===== src/hw/mailbox_pkg.sv =====
`default_nettype none

package mailbox_pkg;

  // ==================================================
  // sizes
  // ==================================================
  localparam int data_width = 16;
  localparam int fifo_depth = 16;
  localparam int addr_width = 4;                 // pointers carry one extra wrap bit.
  localparam int fifo_afull = 12;
  localparam int num_chan = 2;
  localparam int chan_width = $clog2(num_chan);

  // ==================================================
  // register map and responses
  // ==================================================
  localparam int axil_addr_width = 4;
  localparam logic [axil_addr_width-1:0] reg_chan0 = 4'h0;
  localparam logic [axil_addr_width-1:0] reg_chan1 = 4'h4;
  localparam logic [axil_addr_width-1:0] reg_status = 4'h8;
  localparam logic [1:0] resp_okay = 2'b00;
  localparam logic [1:0] resp_slverr = 2'b10;

  typedef struct packed {
    logic [data_width-1:0] data;
  } chan_word_t;

  typedef struct packed {
    logic [chan_width-1:0] chan;                 // source channel of the item.
    logic [data_width-1:0] data;
  } out_item_t;

  typedef struct packed {
    logic full;
    logic afull;
  } fifo_flags_t;

  typedef struct packed {
    fifo_flags_t ch1;
    fifo_flags_t ch0;
  } status_t;

endpackage

`default_nettype wire

===== src/hw/axil_fifo_writer.sv =====
`timescale 1ns/1ns
`default_nettype none

module axil_fifo_writer (
  input  wire                                     wr_clk,
  input  wire                                     wr_rst_n,
  input  wire                                     awvalid,
  output logic                                    awready,
  input  wire [mailbox_pkg::axil_addr_width-1:0]  awaddr,
  input  wire                                     wvalid,
  output logic                                    wready,
  input  wire [31:0]                              wdata,
  output logic                                    bvalid,
  input  wire                                     bready,
  output logic [1:0]                              bresp,
  input  wire                                     arvalid,
  output logic                                    arready,
  input  wire [mailbox_pkg::axil_addr_width-1:0]  araddr,
  output logic                                    rvalid,
  input  wire                                     rready,
  output logic [31:0]                             rdata,
  output logic [1:0]                              rresp,
  output logic [mailbox_pkg::num_chan-1:0]        push,
  output mailbox_pkg::chan_word_t                 push_data,
  input  wire mailbox_pkg::fifo_flags_t           chan_flags [mailbox_pkg::num_chan]
);
  import mailbox_pkg::*;

  logic [num_chan-1:0] wr_hit;
  logic                target_full;
  logic                wr_accept;
  logic                rd_accept;
  status_t             status;

  // ==================================================
  // write path
  // ==================================================
  assign wr_hit[0] = (awaddr == reg_chan0);
  assign wr_hit[1] = (awaddr == reg_chan1);

  always_comb begin
    target_full = 1'b0;
    for (int i = 0; i < num_chan; i++) begin
      if (wr_hit[i] && chan_flags[i].full) begin
        target_full = 1'b1;
      end
    end
  end

  assign wr_accept = awvalid && wvalid && (!bvalid || bready) && !target_full;
  assign awready = wr_accept;
  assign wready = wr_accept;
  assign push = wr_hit & {num_chan{wr_accept}};    // unmapped addresses push nothing.
  assign push_data = chan_word_t'(wdata[data_width-1:0]);

  always_ff @(posedge wr_clk or negedge wr_rst_n) begin
    if (!wr_rst_n) begin
      bvalid <= 1'b0;
    end else if (wr_accept) begin
      bvalid <= 1'b1;
    end else if (bready) begin
      bvalid <= 1'b0;
    end
  end

  always_ff @(posedge wr_clk) begin
    if (wr_accept) begin
      bresp <= (|wr_hit) ? resp_okay : resp_slverr;
    end
  end

  // ==================================================
  // read path
  // ==================================================
  assign status.ch0 = chan_flags[0];
  assign status.ch1 = chan_flags[1];

  assign arready = !rvalid;                        // one read in flight at most.
  assign rd_accept = arvalid && arready;

  always_ff @(posedge wr_clk or negedge wr_rst_n) begin
    if (!wr_rst_n) begin
      rvalid <= 1'b0;
    end else if (rd_accept) begin
      rvalid <= 1'b1;
    end else if (rready) begin
      rvalid <= 1'b0;
    end
  end

  always_ff @(posedge wr_clk) begin
    if (rd_accept) begin
      if (araddr == reg_status) begin
        rdata <= {{(32 - $bits(status_t)){1'b0}}, status};
        rresp <= resp_okay;
      end else begin
        rdata <= '0;
        rresp <= resp_slverr;
      end
    end
  end

endmodule

`default_nettype wire


===== config.mk =====
export PLATFORM = sky130hd
export DESIGN_NAME = axil_fifo_writer
export DESIGN_NICKNAME = d
export VERILOG_FILES = /design/src/hw/mailbox_pkg.sv /design/src/hw/axil_fifo_writer.sv
export SDC_FILE = /design/constraint.sdc
export NUM_CORES = 1
export LEC_CHECK = 0
export ABC_CLOCK_PERIOD_IN_PS = 1700
export BUFFER_PORTS_ARGS = -buffer_cell sky130_fd_sc_hd__buf_2
export CORE_MARGIN = 2
export CORE_UTILIZATION = 30
export CTS_BUF_LIST = sky130_fd_sc_hd__clkbuf_4
export DETAILED_ROUTE_END_ITERATION = 16
export PLACE_DENSITY_LB_ADDON = 0.25
export SLEW_MARGIN = 20
export SYNTH_ARGS = -nofsm -noshare
export SYNTH_HDL_FRONTEND = slang
export SYNTH_SLANG_ARGS = --single-unit

===== constraint.sdc =====
create_clock -name wr_clk -period 1.7 [get_ports wr_clk]
set_clock_uncertainty 0.15 [all_clocks]
set_input_delay 0.255 -clock wr_clk [delete_from_list [all_inputs] [get_ports wr_clk]]
set_output_delay 0.255 -clock wr_clk [all_outputs]
set_load 0.03 [all_outputs]

==> results.toml <==
[status]
status = "complete, no violations"

[floorplanning]
dieArea_mm2 = 0.00283
die_h_um = 53.2
rows = 17
initial_utilization_pct = 32.2
pin_count = 110
fp.dieW_um = 53.2
core_mm2 = 0.00225

[pwr]
power.internal_mw = 0.348
power.total_mw = 0.570
p_sw_mw = 0.222
pwr-share-clk_pct = 24.3
switching_share_pct = 39.0
combPwrFrac_pct = 35.2
leakagePower_nw = 0.376
p_seq_share_pct = 40.6
pwr_density_cell_mw_per_mm2 = 792
irDropWorstVdd_uv = 213

[sta]
finalSetupViolations = 0
hold_violations = 0
rsz0062_at_grt = "true"
period_needed_ns = 1.64
period_share_pct = 96.7
max_freq_mhz = 608
slew_viol_final = 0

[logic_synthesis]
synth-compound-area-share_pct = 2.59
yosys_warnings = 0
synth_top_family_by_area = "buffers and inverters"
syn-cell-area_um2 = 726
synthMuxAreaShare_pct = 1.55
synth_xor_area_share_pct = 0
post-synth-top-count-cell = "buf_4"
yosys.area_share.simple_pct = 12.9
synth_seq_area_share_pct = 31.7
yosys-top-cells-count = "47 x buf_4, 6 x edfxtp_1, 4 x and2_1, 4 x inv_1, 2 x dfrtp_1"
syn_area_per_cell_um2 = 9.55
synth_top_cell_area_share_pct = 48.6
synth_async_sr_flop_share_pct = 25.0
synthCells = 76
synthAdderAreaFrac_pct = 0
synthTopCellsByArea = "buf_4 49%, edfxtp_1 25%, dfrtp_1 6.9%, and2_1 3.4%, inv_1 2.1%"
yosys.area.top_type = "buf_4"
ys_seq_elements = 8
synth_ff_type = "edfxtp_1"
synth_edf_count = 6
yosysUniqueCellTypes = 18

[critical_path]
crit_buf_inv = 1
path_max_fanout = 3
crit_start = "bvalid"
worstRegToRegCells = 1
slowest_delay_ns = 0.39
slowest_stage = "dfrtp_1"
critPathTopFamily = "simple AND/OR/NAND/NOR gates"
crit_required_ns = 1.29
cp_cell_sequence = "nand2b_1 -> nand4_1 -> nor3b_2 -> buf_4"
r2r_start = "rvalid"
cp-end-kind = "primary output"
cp.arrival_ns = 1.24
crit_type = "reg -> out"
reg2reg_to = "rdata[3]"
r2r_slack_ns = 0.45
worstSetupStartpointType = "flop"

[finish]
area_delta_synth_final_pct = -0.862
fin_nets = 146
fin_area_um2 = 719
drive_above_1_share_pct = 41.9
insertedDiodeCount = 0
instances_no_fill = 121

[hold_path]
holdPathEnd = "rvalid"
holdCritStartpoint = "rready"
holdPathStages = 2
hp-class = "in -> reg"

[clock_network]
clock_latency_ns = 0.24
cts_max_path_buffers = 2
cts_setup_buffers = 0
cts_made_buffers = 3
clockRootBuffer = "clkbuf_4"
cts_tree = "done"
htree_levels = 1
clk_pin_slew_ns = 0.05
cts.sinks = 8

[routing]
vias = 430
wl_um = 1050
drt_iter0_drc = 4
drc = 0
dr.pass1.iters = 3
viasPerCell = 3.55
wire_per_inst_um = 8.69
postRouteAntennaNets = 0

[placed_design]
hpwl_um = 929
dpl_cell_area_um2 = 682
dp_cells = 117
portBuffers = 31
gp_congestion = 0.625

[grt]
grt_max_degree = 7
antenna_found_initial = 0
grt_overflow = 0
grt_usage_pct = 7.18
grt_pass1_vias = 327
grt_pass1_wl_um = 1410

[flow_run]
cap_violations = 0
-- how the worst max path moves through the flow --
stage | to | slack [ns] | cells past startpoint
2_1_floorplan | wready | 0.04 | 4
3_3_place_gp | awready | 0.08 | 5
3_5_place_dp | wready | 0.07 | 5
4_1_cts | push[1] | 0.01 | 4
5_1_grt | push[1] | -0.07 | 4
6_report | push[1] | 0.06 | 4
-- kinds of logic after synthesis --
family                 Yosys count
AO/OA/AOI/OAI                    2
buffers and inverters           51
flip-flops                       8
multiplexers                     1
other                            1
AND/OR/NAND/NOR                 13
-- layer usage --
metal | track usage (%) | wire length, um | up-vias
met5 | 0 | 0 | -
met4 | 5.98 | 5 | 0
met3 | 4.52 | 241 | 2
met2 | 11.3 | 498 | 48
met1 | 6.43 | 307 | 179
li1 | - | - | 201
-- stage by stage --
| stage | util [%] | worst slack (ns) | TNS [ns] | hold WS (ns) |
|---|---|---|---|---|
| after floorplan | - | 0.0403 | 0 | -0.191 |
| after global placement | 30.2 | 0.0835 | 0 | -0.102 |
| after detailed placement | 30.2 | 0.0748 | 0 | -0.103 |
| after CTS | 31.8 | 0.0101 | 0 | 0.0314 |
| after global routing | 31.9 | -0.0706 | -0.100 | 0.0352 |
| final | 31.9 | 0.0555 | 0 | 0.0282 |
-- power by group through the flow --
stage	Clock, mW	Sequential, mW	Combinational [mW]
global route	0.156	0.233	0.214
detailed placement	0	0.235	0.199
finish	0.138	0.231	0.200
global placement	0	0.235	0.198
CTS	0.142	0.232	0.201
floorplan	0	0.264	0.248
-- sequential cells by signal, summed over array words and instances, names as in the netlist --
name / flops
rresp: 1
bvalid: 1
rvalid: 1
rdata: 4
bresp: 1
-- repair_timing --
action / 4_1_cts / 5_1_grt
hold buffers: 1 / 0
pin swaps: 0 / 1
setup endpoints to repair: 1 / 2
gates resized for setup: 1 / 2
hold endpoints to repair: 2 / 0
-- cell type report --
class,count,area (um^2)
multi-input combinational,46,246
clock buffer,3,22.5
tap,28,35.0
inverter,4,15.0
sequential,8,230
fill,255,1540
timing repair buffer,32,170
-- cell usage in the layout (no fill, tap or decap) --
master / instances
a32o_2: 1
and2_1: 4
and4_1: 1
buf_2: 29
buf_4: 2
clkbuf_4: 3
conb_1: 30
dfrtp_1: 2
dlygate4sd3_1: 1
edfxtp_1: 6
inv_1: 4
mux2_1: 1
nand2_1: 1
nand2b_1: 1
nand4_1: 1
nor2b_1: 1
nor3_2: 2
nor3b_2: 1
nor4b_2: 1
o21bai_1: 1
(Power assumes the default switching activity.)
